[config.mk]
export PLATFORM = sky130hd
export DESIGN_NAME = rp_top
export DESIGN_NICKNAME = d
export VERILOG_FILES = /design/src/hw/rp_pkg.sv /design/src/hw/rp_adc_frontend.sv /design/src/hw/rp_dac_backend.sv /design/src/hw/rp_dc_gen.sv /design/src/hw/rp_housekeeping.sv /design/src/hw/rp_sys_bus_mux.sv /design/src/hw/rp_top.sv
export VERILOG_INCLUDE_DIRS = /design/src /design/src/include
export SDC_FILE = /design/constraint.sdc
export NUM_CORES = 1
export LEC_CHECK = 0
export ABC_AREA = 1
export BUFFER_PORTS_ARGS = -buffer_cell sky130_fd_sc_hd__buf_4
export CORE_ASPECT_RATIO = 2
export CORE_UTILIZATION = 50
export CTS_CLUSTER_DIAMETER = 50
export DETAILED_ROUTE_END_ITERATION = 8
export PLACE_DENSITY = 0.76
export REMOVE_ABC_BUFFERS = 1
export SETUP_SLACK_MARGIN = 0.1
export SLEW_MARGIN = 40
export SYNTH_ARGS = -nofsm -noshare
export SYNTH_HDL_FRONTEND = slang
export SYNTH_SLANG_ARGS = --single-unit
[constraint.sdc]
create_clock -name adc_clk -period 7.8 [get_ports adc_clk]
set_input_delay 0.39 -clock adc_clk [delete_from_list [all_inputs] [get_ports adc_clk]]
set_output_delay 0.39 -clock adc_clk [all_outputs]
set_load 0.005 [all_outputs]
[src/include/rp_defs.svh]
/*
 * Analog board core definitions
 * widths, bus region decode, register offsets and reset codes
 */

`ifndef RP_DEFS_SVH
`define RP_DEFS_SVH

// data path widths
`define RP_SMP_W        14            // sample width
`define RP_ADC_PIN_W    16            // ADC pins, low 2 bits unused
`define RP_BUS_W        32            // bus address / data
`define RP_EXP_W        8             // expansion connector
`define RP_LED_W        8

// bus region decode
`define RP_REGIONS      8
`define RP_REG_SEL_HI   22
`define RP_REG_SEL_LO   20

// housekeeping offsets, addr[19:0]
`define RP_HK_ID_OFS        20'h00000
`define RP_HK_DLOOP_OFS     20'h00004  // bit 0
`define RP_HK_EXP_P_DIR_OFS 20'h00010
`define RP_HK_EXP_N_DIR_OFS 20'h00014
`define RP_HK_EXP_P_OUT_OFS 20'h00018
`define RP_HK_EXP_N_OUT_OFS 20'h0001C
`define RP_HK_EXP_P_IN_OFS  20'h00020  // read only
`define RP_HK_EXP_N_IN_OFS  20'h00024  // read only
`define RP_HK_LED_OFS       20'h00030

// dc level generator offsets
`define RP_DCG_LVL_A_OFS    20'h00000
`define RP_DCG_LVL_B_OFS    20'h00004
`define RP_DCG_FB_EN_OFS    20'h00008  // bits 1..0

`define RP_HK_ID        32'h0001_2014
`define RP_DAC_RST_CODE 14'h1FFF       // pin code of signed zero

`endif

[src/hw/rp_pkg.sv]
/*
 * Shared types of the analog core
 * samples, bus words, region selects and the
 * negative slope code flip used on both converters
 */

`default_nettype none

`include "rp_defs.svh"

package rp_pkg;

  typedef logic signed [`RP_SMP_W-1:0]                    smp_t;        // two's complement sample
  typedef logic        [`RP_BUS_W-1:0]                    bus_word_t;
  typedef logic        [`RP_REG_SEL_HI-`RP_REG_SEL_LO:0]  region_t;     // region index
  typedef logic        [`RP_REGIONS-1:0]                  region_vec_t; // one bit per region

  // keep msb, invert the rest; works both ways
  function automatic logic [`RP_SMP_W-1:0] nslope(input logic [`RP_SMP_W-1:0] code);
    return {code[`RP_SMP_W-1], ~code[`RP_SMP_W-2:0]};
  endfunction

endpackage

`default_nettype wire

[src/hw/rp_adc_frontend.sv]
/*
 * ADC front end
 * registers both channels, turns the unsigned
 * negative slope code into two's complement and
 * swaps in the DAC value under digital loop
 */

`timescale 1ns/10ps
`default_nettype none

`include "rp_defs.svh"

module rp_adc_frontend (
  input  wire                     adc_clk,
  input  wire                     rst_n_i,
  input  wire [`RP_ADC_PIN_W-1:0] adc_dat_a_i,
  input  wire [`RP_ADC_PIN_W-1:0] adc_dat_b_i,
  input  wire                     digital_loop_i,
  input  wire rp_pkg::smp_t       loop_a_i,      // registered DAC value
  input  wire rp_pkg::smp_t       loop_b_i,
  output rp_pkg::smp_t            adc_a_o,
  output rp_pkg::smp_t            adc_b_o
);

  localparam int PIN_LO = `RP_ADC_PIN_W - `RP_SMP_W;  // low pin bits unused

  logic [`RP_SMP_W-1:0] adc_dat_a;  // raw pin code
  logic [`RP_SMP_W-1:0] adc_dat_b;

  // input registers, ideally packed into the IOBs
  always_ff @(posedge adc_clk or negedge rst_n_i)
  begin
    if (!rst_n_i)
    begin
      adc_dat_a <= '0;
      adc_dat_b <= '0;
    end
    else
    begin
      adc_dat_a <= adc_dat_a_i[`RP_ADC_PIN_W-1:PIN_LO];
      adc_dat_b <= adc_dat_b_i[`RP_ADC_PIN_W-1:PIN_LO];
    end
  end

  // neg slope -> 2's complement, or loopback
  assign adc_a_o = digital_loop_i ? loop_a_i : rp_pkg::smp_t'(rp_pkg::nslope(adc_dat_a));
  assign adc_b_o = digital_loop_i ? loop_b_i : rp_pkg::smp_t'(rp_pkg::nslope(adc_dat_b));

endmodule

`default_nettype wire

[src/hw/rp_dac_backend.sv]
/*
 * DAC back end
 * level plus gated sample per channel, saturated to
 * 14 bits, registered, then back to negative slope code
 */

`timescale 1ns/10ps
`default_nettype none

`include "rp_defs.svh"

module rp_dac_backend (
  input  wire                  adc_clk,
  input  wire                  rst_n_i,
  input  wire rp_pkg::smp_t    level_a_i,
  input  wire rp_pkg::smp_t    level_b_i,
  input  wire rp_pkg::smp_t    adc_a_i,
  input  wire rp_pkg::smp_t    adc_b_i,
  input  wire [1:0]            fb_en_i,
  output logic [`RP_SMP_W-1:0] dac_dat_a_o,  // pin code
  output logic [`RP_SMP_W-1:0] dac_dat_b_o,
  output rp_pkg::smp_t         dac_a_o,      // registered signed value
  output rp_pkg::smp_t         dac_b_o
);

  rp_pkg::smp_t              lvl  [2];
  rp_pkg::smp_t              smp  [2];
  rp_pkg::smp_t              gate [2];  // second summand
  logic signed [`RP_SMP_W:0] sum  [2];  // one guard bit
  rp_pkg::smp_t              sat  [2];
  rp_pkg::smp_t              dac  [2];

  assign lvl[0] = level_a_i;
  assign lvl[1] = level_b_i;
  assign smp[0] = adc_a_i;
  assign smp[1] = adc_b_i;

  ////////////////////
  // sum + saturation
  ////////////////////

  always_comb
  begin
    for (int ch = 0; ch < 2; ch++)
    begin
      gate[ch] = fb_en_i[ch] ? smp[ch] : rp_pkg::smp_t'(0);
      sum[ch]  = lvl[ch] + gate[ch];
      // top two bits differ -> overflow, clip to the sign's limit
      if (sum[ch][`RP_SMP_W] ^ sum[ch][`RP_SMP_W-1])
        sat[ch] = {sum[ch][`RP_SMP_W], {(`RP_SMP_W-1){~sum[ch][`RP_SMP_W]}}};
      else
        sat[ch] = sum[ch][`RP_SMP_W-1:0];
    end
  end

  // output register, zero after reset
  always_ff @(posedge adc_clk or negedge rst_n_i)
  begin
    if (!rst_n_i)
    begin
      dac[0] <= '0;
      dac[1] <= '0;
    end
    else
    begin
      dac[0] <= sat[0];
      dac[1] <= sat[1];
    end
  end

  assign dac_a_o = dac[0];
  assign dac_b_o = dac[1];

  // signed -> pin code (neg slope)
  assign dac_dat_a_o = rp_pkg::nslope(dac[0]);
  assign dac_dat_b_o = rp_pkg::nslope(dac[1]);

endmodule

`default_nettype wire

[src/hw/rp_dc_gen.sv]
/*
 * DC level generator, bus region 2
 * per channel signed level and feedback enable
 */

`timescale 1ns/10ps
`default_nettype none

`include "rp_defs.svh"

module rp_dc_gen (
  input  wire                    adc_clk,
  input  wire                    rst_n_i,
  input  wire rp_pkg::bus_word_t sys_addr_i,
  input  wire rp_pkg::bus_word_t sys_wdata_i,
  input  wire                    sys_wen_i,
  input  wire                    sys_ren_i,
  output rp_pkg::bus_word_t      sys_rdata_o,
  output logic                   sys_ack_o,
  output rp_pkg::smp_t           level_a_o,
  output rp_pkg::smp_t           level_b_o,
  output logic [1:0]             fb_en_o     // [0] ch a, [1] ch b
);

  localparam int EXT_W = `RP_BUS_W - `RP_SMP_W;  // sign extension on readback

  logic [`RP_REG_SEL_LO-1:0] ofs;

  assign ofs = sys_addr_i[`RP_REG_SEL_LO-1:0];

  // level / enable registers
  always_ff @(posedge adc_clk or negedge rst_n_i)
  begin
    if (!rst_n_i)
    begin
      level_a_o <= '0;
      level_b_o <= '0;
      fb_en_o   <= '0;  // no feedback after reset
    end
    else if (sys_wen_i)
    begin
      case (ofs)
        `RP_DCG_LVL_A_OFS : level_a_o <= sys_wdata_i[`RP_SMP_W-1:0];
        `RP_DCG_LVL_B_OFS : level_b_o <= sys_wdata_i[`RP_SMP_W-1:0];
        `RP_DCG_FB_EN_OFS : fb_en_o   <= sys_wdata_i[1:0];
        default           : ;
      endcase
    end
  end

  always_ff @(posedge adc_clk or negedge rst_n_i)
  begin
    if (!rst_n_i)
      sys_ack_o <= 1'b0;
    else
      sys_ack_o <= sys_wen_i | sys_ren_i;  // one cycle late
  end

  // readback, levels sign extended
  always_ff @(posedge adc_clk)
  begin
    if (sys_ren_i)
    begin
      case (ofs)
        `RP_DCG_LVL_A_OFS : sys_rdata_o <= {{EXT_W{level_a_o[`RP_SMP_W-1]}}, level_a_o};
        `RP_DCG_LVL_B_OFS : sys_rdata_o <= {{EXT_W{level_b_o[`RP_SMP_W-1]}}, level_b_o};
        `RP_DCG_FB_EN_OFS : sys_rdata_o <= rp_pkg::bus_word_t'(fb_en_o);
        default           : sys_rdata_o <= '0;
      endcase
    end
  end

endmodule

`default_nettype wire

[src/hw/rp_housekeeping.sv]
/*
 * Housekeeping registers, bus region 0
 * ID word, digital loop flag, LEDs and the expansion
 * connector direction / output / input registers
 */

`timescale 1ns/10ps
`default_nettype none

`include "rp_defs.svh"

module rp_housekeeping (
  input  wire                      adc_clk,
  input  wire                      rst_n_i,
  input  wire rp_pkg::bus_word_t   sys_addr_i,
  input  wire rp_pkg::bus_word_t   sys_wdata_i,
  input  wire                      sys_wen_i,
  input  wire                      sys_ren_i,
  input  wire [`RP_EXP_W-1:0]      exp_p_dat_i,
  input  wire [`RP_EXP_W-1:0]      exp_n_dat_i,
  output rp_pkg::bus_word_t        sys_rdata_o,
  output logic                     sys_ack_o,
  output logic [`RP_LED_W-1:0]     led_o,
  output logic [`RP_EXP_W-1:0]     exp_p_dat_o,
  output logic [`RP_EXP_W-1:0]     exp_n_dat_o,
  output logic [`RP_EXP_W-1:0]     exp_p_dir_o,  // 1 = drive
  output logic [`RP_EXP_W-1:0]     exp_n_dir_o,
  output logic                     digital_loop_o
);

  logic [`RP_REG_SEL_LO-1:0] ofs;  // offset within region

  assign ofs = sys_addr_i[`RP_REG_SEL_LO-1:0];

  ////////////////////
  // write
  ////////////////////

  always_ff @(posedge adc_clk or negedge rst_n_i)
  begin
    if (!rst_n_i)
    begin
      digital_loop_o <= 1'b0;
      led_o          <= '0;
      exp_p_dir_o    <= '0;  // all inputs after reset
      exp_n_dir_o    <= '0;
      exp_p_dat_o    <= '0;
      exp_n_dat_o    <= '0;
    end
    else if (sys_wen_i)
    begin
      case (ofs)
        `RP_HK_DLOOP_OFS     : digital_loop_o <= sys_wdata_i[0];
        `RP_HK_EXP_P_DIR_OFS : exp_p_dir_o    <= sys_wdata_i[`RP_EXP_W-1:0];
        `RP_HK_EXP_N_DIR_OFS : exp_n_dir_o    <= sys_wdata_i[`RP_EXP_W-1:0];
        `RP_HK_EXP_P_OUT_OFS : exp_p_dat_o    <= sys_wdata_i[`RP_EXP_W-1:0];
        `RP_HK_EXP_N_OUT_OFS : exp_n_dat_o    <= sys_wdata_i[`RP_EXP_W-1:0];
        `RP_HK_LED_OFS       : led_o          <= sys_wdata_i[`RP_LED_W-1:0];
        default              : ;  // id and inputs are read only
      endcase
    end
  end

  ////////////////////
  // read / ack
  ////////////////////

  // one cycle after the pulse
  always_ff @(posedge adc_clk or negedge rst_n_i)
  begin
    if (!rst_n_i)
      sys_ack_o <= 1'b0;
    else
      sys_ack_o <= sys_wen_i | sys_ren_i;
  end

  always_ff @(posedge adc_clk)
  begin
    if (sys_ren_i)
    begin
      case (ofs)
        `RP_HK_ID_OFS        : sys_rdata_o <= `RP_HK_ID;
        `RP_HK_DLOOP_OFS     : sys_rdata_o <= rp_pkg::bus_word_t'(digital_loop_o);
        `RP_HK_EXP_P_DIR_OFS : sys_rdata_o <= rp_pkg::bus_word_t'(exp_p_dir_o);
        `RP_HK_EXP_N_DIR_OFS : sys_rdata_o <= rp_pkg::bus_word_t'(exp_n_dir_o);
        `RP_HK_EXP_P_OUT_OFS : sys_rdata_o <= rp_pkg::bus_word_t'(exp_p_dat_o);
        `RP_HK_EXP_N_OUT_OFS : sys_rdata_o <= rp_pkg::bus_word_t'(exp_n_dat_o);
        `RP_HK_EXP_P_IN_OFS  : sys_rdata_o <= rp_pkg::bus_word_t'(exp_p_dat_i);  // live pins
        `RP_HK_EXP_N_IN_OFS  : sys_rdata_o <= rp_pkg::bus_word_t'(exp_n_dat_i);
        `RP_HK_LED_OFS       : sys_rdata_o <= rp_pkg::bus_word_t'(led_o);
        default              : sys_rdata_o <= '0;  // unmapped
      endcase
    end
  end

endmodule

`default_nettype wire

[src/hw/rp_sys_bus_mux.sv]
/*
 * System bus decoder
 * splits the address space into 8 regions on addr[22:20],
 * steers wen/ren pulses and returns rdata/ack/err of the
 * selected region; unused regions answer right here
 */

`timescale 1ns/10ps
`default_nettype none

`include "rp_defs.svh"

module rp_sys_bus_mux (
  input  wire rp_pkg::bus_word_t sys_addr_i,
  input  wire                    sys_wen_i,   // one cycle pulse
  input  wire                    sys_ren_i,   // one cycle pulse
  input  wire rp_pkg::bus_word_t hk_rdata_i,
  input  wire rp_pkg::bus_word_t dcg_rdata_i,
  input  wire                    hk_ack_i,
  input  wire                    dcg_ack_i,
  output logic                   hk_wen_o,
  output logic                   hk_ren_o,
  output logic                   dcg_wen_o,
  output logic                   dcg_ren_o,
  output rp_pkg::bus_word_t      sys_rdata_o,
  output logic                   sys_ack_o,
  output logic                   sys_err_o
);

  localparam int HK_REG  = 0;  // housekeeping
  localparam int DCG_REG = 2;  // dc level generator

  rp_pkg::region_t     region;
  rp_pkg::region_vec_t cs;                       // one-hot select
  rp_pkg::bus_word_t   rdata_vec [`RP_REGIONS];
  rp_pkg::region_vec_t ack_vec;
  rp_pkg::region_vec_t err_vec;

  ////////////////////
  // decode
  ////////////////////

  assign region = sys_addr_i[`RP_REG_SEL_HI:`RP_REG_SEL_LO];
  assign cs     = rp_pkg::region_vec_t'(1) << region;

  assign hk_wen_o  = cs[HK_REG]  & sys_wen_i;
  assign hk_ren_o  = cs[HK_REG]  & sys_ren_i;
  assign dcg_wen_o = cs[DCG_REG] & sys_wen_i;
  assign dcg_ren_o = cs[DCG_REG] & sys_ren_i;

  ////////////////////
  // response mux
  ////////////////////

  always_comb
  begin
    // idle regions: zero data, ack with the pulse, never err
    for (int r = 0; r < `RP_REGIONS; r++)
    begin
      rdata_vec[r] = '0;
      ack_vec[r]   = sys_wen_i | sys_ren_i;
      err_vec[r]   = 1'b0;
    end
    rdata_vec[HK_REG]  = hk_rdata_i;
    ack_vec[HK_REG]    = hk_ack_i;    // registered in the slave
    rdata_vec[DCG_REG] = dcg_rdata_i;
    ack_vec[DCG_REG]   = dcg_ack_i;
  end

  assign sys_rdata_o = rdata_vec[region];
  assign sys_ack_o   = |(cs & ack_vec);
  assign sys_err_o   = |(cs & err_vec);  // no slave reports errors

endmodule

`default_nettype wire

[src/hw/rp_top.sv]
/*
 * Analog core top level
 * bus decoder, housekeeping and dc level registers,
 * ADC front end and DAC back end on adc_clk
 */

`timescale 1ns/10ps
`default_nettype none

`include "rp_defs.svh"

module rp_top (
  input  wire                     adc_clk,
  input  wire                     rst_n_i,
  // ADC
  input  wire [`RP_ADC_PIN_W-1:0] adc_dat_a_i,
  input  wire [`RP_ADC_PIN_W-1:0] adc_dat_b_i,
  // system bus
  input  wire rp_pkg::bus_word_t  sys_addr_i,
  input  wire rp_pkg::bus_word_t  sys_wdata_i,
  input  wire                     sys_wen_i,
  input  wire                     sys_ren_i,
  output rp_pkg::bus_word_t       sys_rdata_o,
  output logic                    sys_err_o,
  output logic                    sys_ack_o,
  // DAC
  output logic [`RP_SMP_W-1:0]    dac_dat_a_o,
  output logic [`RP_SMP_W-1:0]    dac_dat_b_o,
  // LEDs, expansion connector
  output logic [`RP_LED_W-1:0]    led_o,
  input  wire [`RP_EXP_W-1:0]     exp_p_dat_i,
  input  wire [`RP_EXP_W-1:0]     exp_n_dat_i,
  output logic [`RP_EXP_W-1:0]    exp_p_dat_o,
  output logic [`RP_EXP_W-1:0]    exp_n_dat_o,
  output logic [`RP_EXP_W-1:0]    exp_p_dir_o,
  output logic [`RP_EXP_W-1:0]    exp_n_dir_o
);

  // bus slaves
  logic              hk_wen, hk_ren, hk_ack;
  logic              dcg_wen, dcg_ren, dcg_ack;
  rp_pkg::bus_word_t hk_rdata, dcg_rdata;

  // analog path
  logic              digital_loop;
  logic [1:0]        fb_en;
  rp_pkg::smp_t      level_a, level_b;
  rp_pkg::smp_t      adc_a, adc_b;      // signed ADC or loopback
  rp_pkg::smp_t      dac_a, dac_b;      // registered DAC value

  rp_sys_bus_mux i_bus_mux (
    .sys_addr_i  (sys_addr_i),
    .sys_wen_i   (sys_wen_i),
    .sys_ren_i   (sys_ren_i),
    .hk_rdata_i  (hk_rdata),
    .dcg_rdata_i (dcg_rdata),
    .hk_ack_i    (hk_ack),
    .dcg_ack_i   (dcg_ack),
    .hk_wen_o    (hk_wen),
    .hk_ren_o    (hk_ren),
    .dcg_wen_o   (dcg_wen),
    .dcg_ren_o   (dcg_ren),
    .sys_rdata_o (sys_rdata_o),
    .sys_ack_o   (sys_ack_o),
    .sys_err_o   (sys_err_o)
  );

  rp_housekeeping i_hk (
    .adc_clk        (adc_clk),
    .rst_n_i        (rst_n_i),
    .sys_addr_i     (sys_addr_i),
    .sys_wdata_i    (sys_wdata_i),
    .sys_wen_i      (hk_wen),        // region 0
    .sys_ren_i      (hk_ren),
    .exp_p_dat_i    (exp_p_dat_i),
    .exp_n_dat_i    (exp_n_dat_i),
    .sys_rdata_o    (hk_rdata),
    .sys_ack_o      (hk_ack),
    .led_o          (led_o),
    .exp_p_dat_o    (exp_p_dat_o),
    .exp_n_dat_o    (exp_n_dat_o),
    .exp_p_dir_o    (exp_p_dir_o),
    .exp_n_dir_o    (exp_n_dir_o),
    .digital_loop_o (digital_loop)
  );

  rp_dc_gen i_dcg (
    .adc_clk     (adc_clk),
    .rst_n_i     (rst_n_i),
    .sys_addr_i  (sys_addr_i),
    .sys_wdata_i (sys_wdata_i),
    .sys_wen_i   (dcg_wen),           // region 2
    .sys_ren_i   (dcg_ren),
    .sys_rdata_o (dcg_rdata),
    .sys_ack_o   (dcg_ack),
    .level_a_o   (level_a),
    .level_b_o   (level_b),
    .fb_en_o     (fb_en)
  );

  ////////////////////
  // analog path
  ////////////////////

  rp_adc_frontend i_adc (
    .adc_clk        (adc_clk),
    .rst_n_i        (rst_n_i),
    .adc_dat_a_i    (adc_dat_a_i),
    .adc_dat_b_i    (adc_dat_b_i),
    .digital_loop_i (digital_loop),
    .loop_a_i       (dac_a),          // registered, no comb loop
    .loop_b_i       (dac_b),
    .adc_a_o        (adc_a),
    .adc_b_o        (adc_b)
  );

  rp_dac_backend i_dac (
    .adc_clk     (adc_clk),
    .rst_n_i     (rst_n_i),
    .level_a_i   (level_a),
    .level_b_i   (level_b),
    .adc_a_i     (adc_a),
    .adc_b_i     (adc_b),
    .fb_en_i     (fb_en),
    .dac_dat_a_o (dac_dat_a_o),
    .dac_dat_b_o (dac_dat_b_o),
    .dac_a_o     (dac_a),
    .dac_b_o     (dac_b)
  );

endmodule

`default_nettype wire

* Word-level counts from Yosys, hierarchy flattened
Index checks and enable logic that the tools add are counted.
** Cells by class
- $add $sub $neg :: 2
- $mul :: 0
- Divide/modulo/power cells :: 0
- $lt $le $gt $ge :: 1
- Equality and inequality tests :: 9
- Shifts and indexed selects :: 1
- Multiplexer cells :: 11
- Bitwise logic cells :: 17
- Reductions and logical operators :: 11
** Operator list (number)
- $pmux 17 s9 :: 1
- $bmux 32 s3 :: 1
- $pmux 32 s3 :: 1
- $mux 14 :: 6
- $eq 20x5->1 const B :: 4
- $mux 32 :: 2
- $eq 20x6->1 const B :: 3
- $not 13->13 :: 4
- $add 14x14->15 :: 2
- $eq 20x3->1 const B :: 1
- $eq 20x4->1 const B :: 1
- $logic_not 20->1 :: 1
- $reduce_and 2->1 :: 9
- $and 8x8->8 :: 1
- $reduce_or 8->1 :: 1
- $shl 1x3->8 const A :: 1
- $and 1x1->1 :: 4
- $ge 4x4->1 const B :: 1
- $not 3->4 :: 1
- $or 1x1->1 :: 3
- $not 1->1 :: 2
- $xor 1x1->1 :: 2
** Word-level totals
- Flip-flop bits (word level) :: 193
- Bits in latches :: 0
- Bits in writable memories :: 0
- ROM bits :: 0
- Input port bits :: 116
- Output and inout port bits :: 102
- Word-level logic and storage cells :: 69
- Memories :: 0

* Depth between registers and ports, before layout
Gate-level depths: netlist (run 1).
- Word-level depth :: 6
- Depth in mapped cells :: 18
- Gate-level depth less buffers :: 16

* Hierarchy
From an unflattened synthesis (run 1), not the netlist that was laid out.
** Unflattened totals
- Cells, all modules :: 1241
- Area, all modules :: 9755.6 µm²
** By module, submodules not included
- rp_housekeeping :: instances 1, cells each 345, area each 3027.9 µm², seq. area each 1321.3 µm²
- rp_dac_backend :: instances 1, cells each 434, area each 2862.7 µm², seq. area each 700.7 µm²
- rp_dc_gen :: instances 1, cells each 240, area each 2132.0 µm², seq. area each 1196.1 µm²
- rp_adc_frontend :: instances 1, cells each 93, area each 1097.3 µm², seq. area each 700.7 µm²
- rp_sys_bus_mux :: instances 1, cells each 129, area each 635.6 µm², seq. area each 0.0 µm²

* Worst setup path before layout (run 1)
No wires, ideal clock.
- Kind :: register to register
- Start point :: register i_hk.digital_loop_o
- End point :: register i_dac.dac (netlist bit i_dac.dac_b_o[1])
- Setup time :: 0.121 ns
- Arrival time :: 2.431 ns
- Data required time :: 7.679 ns
- Path slack :: 5.249 ns
- Cell stages (with the launch flop) :: 18
- Path buffers :: 2
- Period minus slack after synthesis :: 2.551 ns
- Cell sequence :: dfrtp_1 clkinv_1 clkbuf_1 o21ai_0 a21oi_1 ha_1 fa_1 nand2_1 nand2_1 nand3b_1 nand2_1 nand2_1 nand3_1 nand2_1 nand2_1 buf_4 nand2_1 nand2_1
** RTL lines
- from (decl) :: RTL line rp_housekeeping.sv:28 : output logic digital_loop_o
- from (signal assigned) :: RTL line rp_housekeeping.sv:53 : `RP_HK_DLOOP_OFS : digital_loop_o <= sys_wdata_i[0];
- to (decl) :: RTL line rp_dac_backend.sv:31 : rp_pkg::smp_t dac [2];

==> summary.md, run 1 <==
| Metric | Value |
|---|---|
| Chip width | ~93 um |
| Ys flop type | dfrtp_1 |
| Yosys warnings | 0 |
| RR Startpoint | i_hk.digital_loop_o |
| Type of origin of the critical path | flip-flop |
| Row count | 66 |
| Worst Clk Skew | roughly 0.0098 ns |
| Tot GR Track Use | 0.2807 |
| Vias per cell | 5.272 |
| Fmax | 301.4 MHz |
| Slew HR | 0.5406 |
| Clock power frac | 0.502 |
| Max incr delay on CP | 0.53 ns |
| Clock sink total | 152 |
| Synth unique cells | 46 |
| Post-layout util | 0.6367 |
| Hold_buf cts | 0 |
| Area growth from synthesis to layout | 24.37% |
| Setup TNS Final | 0 ns |
| First-pass GRT wire length | about 36 mm |
| Area after DPL | 0.009687 mm2 |
| RD Place Congestion | ~0.96 |
| Flop-to-flop setup slack | 4.48 ns |
| CTS buffer count | 17 |
| Final net count | 1302 |
| Setup violators final | 0 |
| Post-synth ARST share | 0.8487 |
| Synth Register Bits | 152 |
| CTS max path bufs | 2 |
| Clock Latency Late Sink | 0.43 ns |
| Post-CTS sizing | 0 |
| DRC Markers | 0 |
| Final HPWL DP | 17.61 mm |
| CTS clk-pin slew, worst paths | 0.06 ns |
| Comb power frac | 0.047 |
| Buffers on Ports | approximately 190 |
| Status | completed |
| Initial antenna violation count | 0 |
| Die Span Y | between 150 and 200 um |
| Vias in the first global route | ~7300 |
| Postcts setup bufs | 0 |
| Total grt overflow | 0 |
| Slew at the pin closest to its max-slew limit | 0.6865 ns |
| Critical path origin | i_hk.digital_loop_o |
| NetSw | between 0.0003 and 0.0004 W |
| Total power | approximately 0.0018 W |
| Hold Startpoint | adc_dat_b_i[10] |
| Pins Over Slew Limit | 0 |
| Vias | 7238 |
| Detailed router's first-iteration violation count | 433 |
| RSZ-0062 raised after global routing | false |
| Ports | between 200 and 250 |
| PwrDens | between 150 and 200 mW/mm2 |
| Mapped Area | 0.008328 mm2 |
| Design Area, Final | 0.01036 mm2 |
| Critical Path RT | 8.15 ns |
| # fillers | 1422 |
| Slowest CP cell | dfrtp_1 |
| Share of layout cells above drive strength 1 | 0.2472 |
| Initial Utilization | 0.5119 |
| Hold Path Class | in2reg |
| Register area share after synthesis | 0.4706 |
| Total of max-cap violations | 0 |
| Cells after synthesis | ~990 |
| Core area | 0.01627 mm2 |
| CTS tree | done |
| 1st-pass router iterations | 5 |
| Critical Path Sink Type | flip-flop |
| Worst VDD drop | 157.7 uV |
| Placed Cells | approximately 1300 |
| EDFF count, synth | 23 |
| WL final | around 23 mm |
| WHS Path Cells | 1 |
| CP Cell Sequence | clkinv_1 > buf_4 > o21ai_0 > a21oi_1 > ha_1 > fa_1 > nand2_1 > nand2_1 > nand3b_1 > nand2_1 > nand2_1 > nand2_1 > nand2_1 > nand4_1 > nand2_1 |
| Critical path type | reg2reg |
| CP max FO | 54 |
| H-tree Lvls | 4 |
| DR WL/cell | 16.68 um |
| Pin count of the biggest net entering global routing | 66 |
| Worst Hold Path EP | i_adc.adc_dat_b[8] |
| Sequential power share | 0.451 |
| Die ar. | 0.01721 mm2 |
| Mean post-synth cell area | 8.378 um2 |
| # diodes | 0 |
| Fin crit period | around 3.3 ns |
| Worst r2r path cells | 15 |
| Internal Power | around 0.0014 W |
| Critical Path AT | 3.66 ns |
| Leakage | 5.397 nW |
| Fin crit share | 0.4254 |
| Switching Share | 0.2144 |
| Post-route antenna net violation count | 0 |
| Most frequent CP cell | nand2_1 |
| Clk root buf | clkbuf_16 |
| Number of hold violations in the final report | 0 |
| RR Endpoint | i_dac.dac_b_o[7] |
| Post-Layout Cell Count | 1373 |
synthesized netlist by cell type (2+ instances only):
cell type	instances	area share
xnor2_1	6	0.0063
nor2_8	2	0.0048
nor3_1	3	0.0018
o21ai_0	32	0.019
dfrtp_1	129	0.39
nor2_1	67	0.030
o21ai_2	26	0.027
nand3_1	49	0.029
nand2_1	297	0.13
nand3_4	3	0.0063
a22o_1	12	0.013
nand2_2	7	0.0053
fa_1	2	0.0048
inv_2	9	0.0041
buf_4	22	0.020
buf_6	6	0.0081
and3_1	3	0.0023
or2_2	2	0.0015
buf_2	8	0.0048
nand3b_1	2	0.0018
a21oi_1	51	0.031
o21ai_1	44	0.026
nand2_4	4	0.0054
xor2_1	14	0.015
clkinv_1	2	0.00090
nor2_4	7	0.0095
edfxtp_1	23	0.083
ha_1	28	0.042
o21bai_1	4	0.0036
nand4_1	16	0.012
nor3b_1	2	0.0018
nor2_2	4	0.0030
and2_1	2	0.0015
clkbuf_1	10	0.0045
inv_1	85	0.038
layout by cell type (no fill, tap or decap), drive strengths merged, types with 3 or more instances in the layout:
master | synthesis | routed
nor2 | 80 | 80
clkinv | 2 | 7
edfxtp | 23 | 23
nand4 | 16 | 16
or2 | 5 | 5
clkbuf | 10 | 17
inv | 94 | 96
xnor2 | 6 | 6
nand3 | 53 | 53
nand2 | 308 | 308
clkinvlp | 0 | 3
nor3 | 4 | 4
buf | 36 | 188
and3 | 3 | 3
xor2 | 14 | 14
ha | 28 | 28
bufinv | 0 | 5
a21oi | 51 | 51
dfrtp | 129 | 129
a22o | 12 | 12
o21ai | 102 | 102
o21bai | 4 | 4
metrics by stage:
| stage | setup WS [ns] | hold WS [ns] |
|---|---|---|
| 2_1_floorplan | 4.639 | 0.09441 |
| 3_3_place_gp | 4.519 | 0.4951 |
| 3_5_place_dp | 4.459 | 0.4943 |
| 4_1_cts | 4.457 | 0.05606 |
| 5_1_grt | 4.106 | 0.05395 |
| 6_report | 4.482 | 0.06567 |
final cells by class:
cell class	count	area, um2	share of cell area
clock buffers	17	425.4	0.04107
clock inverters	15	225.2	0.02174
inverters	96	360.3	0.03479
multi-input cells	700	3744	0.3614
flip-flops and latches	152	3919	0.3784
well taps	204	255.2	0.02464
repair buffers	189	1429	0.1380
worst max-delay path, delay by kind of cell, from the launching register on:
kind,cells,cell delay [ns]
simple gates,9,1.31
fa+ha+maj,2,0.70
flops,1,0.53
buf+inv,2,0.40
compound gates,2,0.27
flip-flops by register name, summed over array words and instances (netlist names):
signal               flops
i_hk.digital_loop_o      1
i_hk.led_o               8
i_hk.sys_rdata_o         9
i_hk.sys_ack_o           1
i_adc.adc_dat_a         14
i_dac.dac_b_o           14
i_adc.adc_dat_b         14
i_hk.exp_p_dir_o         8
i_hk.exp_n_dat_o         8
i_hk.exp_p_dat_o         8
i_dcg.level_b_o         14
i_dac.dac_a_o           14
i_dcg.sys_ack_o          1
i_dcg.level_a_o         14
i_dcg.sys_rdata_o       14
i_dcg.fb_en_o            2
i_hk.exp_n_dir_o         8
power by group through the flow:
stage               logic (W)  clock network, W  registers [W]
finish              0.0000841          0.000908       0.000816
global route        0.0000924          0.000949       0.000817
CTS                 0.0000845          0.000921       0.000816
detailed placement  0.0000843                 0       0.000831
global placement    0.0000831                 0       0.000831
floorplan           0.0000216                 0       0.000830
layer usage:
metal	vias up	track usage	wire (um)
met4	0	0.2265	1795
met2	284	0.5185	12430
met5	-	0	0
met3	93	0.03919	921
li1	3548	-	-
met1	3313	0.2686	7752
cells by family (layout without fill, tap and decap cells):
| logic type | Yosys count | after routing | share of synthesized area |
|---|---|---|---|
| xor gates and xnor gates | 20 | 20 | 0.02103 |
| DFF | 152 | 152 | 0.4706 |
| adders and majority gates | 30 | 30 | 0.04688 |
| other | 1 | 1 | 0.0004503 |
| AOI/OAI and AO/OA | 174 | 174 | 0.1244 |
| buffers and inverters | 142 | 317 | 0.08053 |
| and+or+nand+nor | 475 | 475 | 0.2562 |
worst max path at each step:
stage | to | depth (start not counted)
2_1_floorplan | i_dac.dac_b_o[0] | 14
3_3_place_gp | i_dac.dac_b_o[7] | 15
3_5_place_dp | i_dac.dac_b_o[8] | 15
4_1_cts | i_dac.dac_b_o[8] | 15
5_1_grt | i_dac.dac_b_o[8] | 15
6_report | i_dac.dac_b_o[7] | 15
Note: power is estimated with default switching activity, not from simulation.
==> run 2: changes to the inputs <==
Settings changed: CORE_UTILIZATION 50 to 48, PLACE_DENSITY 0.76 to 0.77.
Clock period 7.8 ns to 2.7 ns, I/O delays scaled along.
==> summary.md, run 2 (same netlist as run 1, synthesis figures left out) <==
| Metric | Value |
|---|---|
| PwrDens | 452.4 mW/mm2 |
| Die ar. | 0.01791 mm2 |
| Total grt overflow | 0 |
| Slew HR | 0.5031 |
| Area growth from synthesis to layout | 38.10% |
| Critical Path AT | ~2.9 ns |
| Clock sink total | around 150 |
| Status | completed |
| Vias per cell | 5.346 |
| Setup violators final | 0 |
| Pins Over Slew Limit | 0 |
| Leakage | 5.934 nW |
| Share of layout cells above drive strength 1 | 0.3178 |
| CTS max path bufs | 2 |
| Clock Latency Late Sink | between 0.4 and 0.5 ns |
| Type of origin of the critical path | flip-flop |
| Post-route antenna net violation count | 0 |
| Die Span Y | 188.3 um |
| Fmax | slightly below 400 MHz |
| RSZ-0062 raised after global routing | true |
| Total of max-cap violations | 0 |
| Commonest non-fill, non-tap cell in the layout | nand2_1 |
| Final worst slack | 0.1376 ns |
| CP max FO | 13 |
| Critical path type | reg2reg |
| Buffers on Ports | 185 |
| Slew at the pin closest to its max-slew limit | 0.7454 ns |
| Worst VDD drop | 438.5 uV |
| Chip width | around 95 um |
| Final net count | about 1400 |
| # diodes | 0 |
| Worst Clk Skew | 0.01077 ns |
| # fillers | between 1000 and 1500 |
| Critical Path Sink Type | flip-flop |
| Final HPWL DP | 18.50 mm |
| H-tree Lvls | 4 |
| Pin count of the biggest net entering global routing | 58 |
| DR WL/cell | 17.34 um |
| CTS tree | done |
| Most frequent cells in the layout | nand2_1 (279), buf_4 (235), dfrtp_1 (126) |
| 1st-pass router iterations | 5 |
| CTS buffer count | 17 |
| Clk root buf | clkbuf_16 |
| Row count | between 60 and 70 |
| Vias in the first global route | 7886 |
| Detailed router's first-iteration violation count | 408 |
| Fin crit share | 0.9491 |
| Hold Path Class | in2reg |
| Tot GR Track Use | 0.2835 |
| Initial antenna violation count | 0 |
| Ports | 218 |
| Worst slack, placed | 0.07979 ns |
| RD Place Congestion | 0.9322 |
| Initial Utilization | 0.4942 |
| Critical Path RT | around 3 ns |
| Core area | 0.01685 mm2 |
| DRC Markers | 0 |
| Fin crit period | between 2 and 3 ns |
| Vias | 7870 |
| First-pass GRT wire length | 37.88 mm |
| CTS clk-pin slew, worst paths | ~0.060 ns |
| WL final | 25.52 mm |
| Number of hold violations in the final report | 0 |
| Post-layout util | 0.6826 |
run 2: worst max-delay path: stages (launching register included):
cell,delay (ns)
dfrtp_2,0.45
clkinv_4,0.16
buf_12,0.17
o21ai_1,0.12
a21oi_1,0.06
ha_1,0.37
nand2_1,0.12
nand2_1,0.08
nand2_1,0.07
nand2_1,0.10
a21oi_2,0.17
nand3_1,0.10
nand2_1,0.09
nand2_1,0.09
buf_12,0.16
nand2_1,0.08
nand2_1,0.06
run 2: layer usage:
metal | GRT usage | part of all wire
met1 | 0.2684 | 0.33
met2 | 0.5159 | 0.54
met3 | 0.04076 | 0.049
met4 | 0.2296 | 0.077
met5 | 0 | 0
run 2: worst paths after layout:
| kind | cells past startpoint | endpoint | slack [ns] | from |
|---|---|---|---|---|
| setup / recovery | 16 | i_dac.dac_a_o[1] | 0.14 | i_hk.digital_loop_o |
| max in group asynchronous | 3 | i_hk.exp_p_dir_o[3] | 1.65 | rst_n_i |
| hold / removal | 3 | i_hk.sys_ack_o | 0.02 | sys_ren_i |
| setup reg to reg | 16 | i_dac.dac_a_o[1] | 0.14 | i_hk.digital_loop_o |
| hold reg to reg | 2 | i_hk.exp_n_dir_o[2] | 0.52 | i_hk.exp_n_dir_o[2] |
| min in group asynchronous | 2 | i_dac.dac_b_o[8] | 0.32 | rst_n_i |
run 2: power by group:
part | internal, W | total, W | switching (W)
registers | 0.00235 | 0.00236 | 0.00000969
logic | 0.000146 | 0.000290 | 0.000144
clock network | 0.00156 | 0.00255 | 0.000998
total | 0.00405 | 0.00520 | 0.00115
run 2: through the flow:
stage	cells	instance area (um2)	hold slack [ns]	setup TNS, ns	total power (W)
3_5_place_dp	1391	10110	0.2384	0	0.002653
5_1_grt	1472	11500	0.01498	0	0.005358
3_3_place_gp	1391	10110	0.2362	0	0.002648
6_report	1472	11500	0.02170	0	0.005203
2_1_floorplan	948	8018	-0.1606	-12.00	0.002461
4_1_cts	1458	11090	0.0004182	0	0.005224
run 2: area by class of cell:
cell class / count / area, um2 / area share
clock buffer: 18 / 429.2 / 0.03732
sequential: 152 / 3923 / 0.3411
inverter: 96 / 365.4 / 0.03177
multi-input combinational: 700 / 3921 / 0.3409
timing repair inverter: 1 / 6.256 / 0.0005440
tap: 207 / 259.0 / 0.02252
clock inverter: 14 / 195.2 / 0.01697
timing repair buffer: 284 / 2402 / 0.2089
run 2: timing repair:
action	CTS	global route
hold buffers	35	0
pin swaps	0	25
resized for setup	3	79
endpoints found under the hold margin	94	0
setup buffers	0	8
setup endpoints to repair	26	26
gates cloned	0	6
==> run 3: changes to the inputs <==
Settings changed: CORE_ASPECT_RATIO 2 to not set, TNS_END_PERCENT set to 100.
==> summary.md, run 3 (same netlist as run 1, synthesis figures left out) <==
| Metric | Value |
|---|---|
| Status | completed |
| Critical path type | reg2reg |
| Worst VDD drop | ~460 uV |
| Vias | 7724 |
| Detailed router's first-iteration violation count | 475 |
| Row count | 47 |
| Design Area, Final | 0.01134 mm2 |
| Vias in the first global route | approximately 7100 |
| Initial antenna violation count | 0 |
| Final HPWL DP | roughly 16 mm |
| Die ar. | 0.01788 mm2 |
| Fmax | ~400 MHz |
| RR Startpoint | i_hk.digital_loop_o |
| Total power | 0.005068 W |
| Pins Over Slew Limit | 0 |
| 1st-pass router iterations | 5 |
| Clock Latency Late Sink | approximately 0.43 ns |
| Vias per cell | ~5.2 |
| Ports | 218 |
| RD Place Congestion | 0.9066 |
| Placed Cells | 1382 |
| Met3 wire length | 1.293 mm |
| Switching Share | 0.2174 |
| WHS Path Cells | 3 |
| Hold Startpoint | sys_wdata_i[8] |
| Wire length on met1 | roughly 10 mm |
| First-pass GRT wire length | 35.40 mm |
| Total grt overflow | 0 |
| Die Span Y | 133.7 um |
| NetSw | 0.001102 W |
| Worst Hold Path EP | i_dcg.level_b_o[8] |
| Area growth from synthesis to layout | 36.21% |
| RSZ-0062 raised after global routing | false |
| Fin crit period | about 2.5 ns |
| Type of origin of the critical path | flip-flop |
| Internal Power | 0.003966 W |
| CTS buffer count | 17 |
| Worst r2r path cells | 15 |
| Core area | 0.01676 mm2 |
| CTS clk-pin slew, worst paths | 0.06 ns |
| Commonest non-fill, non-tap cell in the layout | nand2_1 |
| RR Endpoint | i_dac.dac_a_o[3] |
| Post-route antenna net violation count | 0 |
| DR WL/cell | 15.61 um |
| Slew HR | 0.5749 |
| Fin crit share | 0.9235 |
| Final hold slack | between 0.03 and 0.04 ns |
| Final net count | 1392 |
| Leakage | 5.851 nW |
| Sequential power share | 0.466 |
| Post-layout util | 0.6768 |
| Critical Path RT | 3.01 ns |
| CP max FO | 9 |
| Flop-to-flop setup slack | 0.21 ns |
| Setup violators final | 0 |
| PwrDens | 446.8 mW/mm2 |
| Tot GR Track Use | 0.2574 |
| Most frequent cells in the layout | nand2_1 (286), buf_4 (229), dfrtp_1 (127) |
| Initial Utilization | 0.4969 |
| Area after DPL | 0.009953 mm2 |
| CTS tree | done |
| Critical Path AT | between 2 and 3 ns |
| Comb power frac | 0.059 |
| CTS max path bufs | 2 |
| Share of layout cells above drive strength 1 | 0.3010 |
| # diodes | 0 |
| Critical Path Sink Type | flip-flop |
| Pin count of the biggest net entering global routing | 65 |
| Clock power frac | 0.475 |
| Chip width | 133.7 um |
| Clk root buf | clkbuf_16 |
| Slew at the pin closest to its max-slew limit | 0.6377 ns |
| H-tree Lvls | 4 |
| Clock sink total | 152 |
| Total of max-cap violations | 0 |
| DRC Markers | 0 |
| WL final | roughly 23 mm |
| Worst Clk Skew | 0.01187 ns |
| Hold Path Class | in2reg |
| Uppermost layer routed | met4 |
| Buffers on Ports | 185 |
| Number of hold violations in the final report | 0 |
| Post-Layout Cell Count | 1479 |
| Detail Route met2 WL | 11.22 mm |
[run 3: cell count changes in the layout (fill, tap and decap cells not counted), sizes merged]
cell,change
clkinv,+3
dlygate4sd3,+1
inv,-4
buf,-5
clkinvlp,+1
clkbuf,-1
bufinv,-1
[run 3: worst max-delay path by stage]
stage                       end  depth (start not counted)                start
3_5_place_dp   i_dac.dac_b_o[8]                         15  i_hk.digital_loop_o
2_1_floorplan  i_dac.dac_b_o[0]                         14  i_hk.digital_loop_o
3_3_place_gp   i_dac.dac_b_o[7]                         13  i_hk.digital_loop_o
4_1_cts        i_dac.dac_b_o[5]                         15  i_hk.digital_loop_o
6_report       i_dac.dac_a_o[3]                         15  i_hk.digital_loop_o
5_1_grt        i_dac.dac_a_o[6]                         15  i_hk.digital_loop_o
[run 3: through the flow]
stage               setup TNS [ns]  setup slack (ns)
finish                           0            0.2065
global route                     0           0.05225
CTS                              0            0.1064
detailed placement               0           0.05736
global placement                 0           0.08009
floorplan                   -12.00           -0.4609
[run 3: critical path, cell delays in order (launching register included)]
cell and delay, ns:
dfrtp_2 0.40, clkinv_4 0.13, buf_6 0.16, o21ai_0 0.16, a21oi_1 0.08, ha_1 0.34
or2_1 0.25, nand3_1 0.11, nand2_2 0.08, nand2_1 0.11, nand3_1 0.10, nand2_1 0.10
nand2_1 0.07, buf_4 0.16, nand2_1 0.06, nand2_1 0.05
[run 3: timing repair]
action                                 CTS  global route
gates resized for setup                  1            61
pin swaps                                0            25
setup endpoints to repair               26            26
hold buffers                            36             0
buffers inserted                         0            25
gates cloned                             0             4
endpoints found under the hold margin   96             0
[run 3: per-layer routing]
metal | vias to the layer above | track usage
met5 | - | 0
met4 | 0 | 0.07386
met3 | 31 | 0.05327
met2 | 269 | 0.4148
met1 | 3666 | 0.3506
li1 | 3758 | -
[run 3: cell type report]
cell class              instances  area, um2
fillers                      1314       5416
flip-flops and latches        152       3921
multi-input cells             700       3852
repair buffers                278       2323
clock buffers                  19      442.9
inverters                      96      365.4
well taps                     220      275.3
clock inverters                13      153.9
repair inverters                1      8.758
[run 3: power by group through the flow]
stage	clock network (W)	registers (W)	logic, W
floorplan	0	0.00240	0.0000625
global placement	0	0.00240	0.000253
detailed placement	0	0.00240	0.000257
CTS	0.00243	0.00236	0.000300
global route	0.00254	0.00236	0.000326
finish	0.00241	0.00236	0.000299
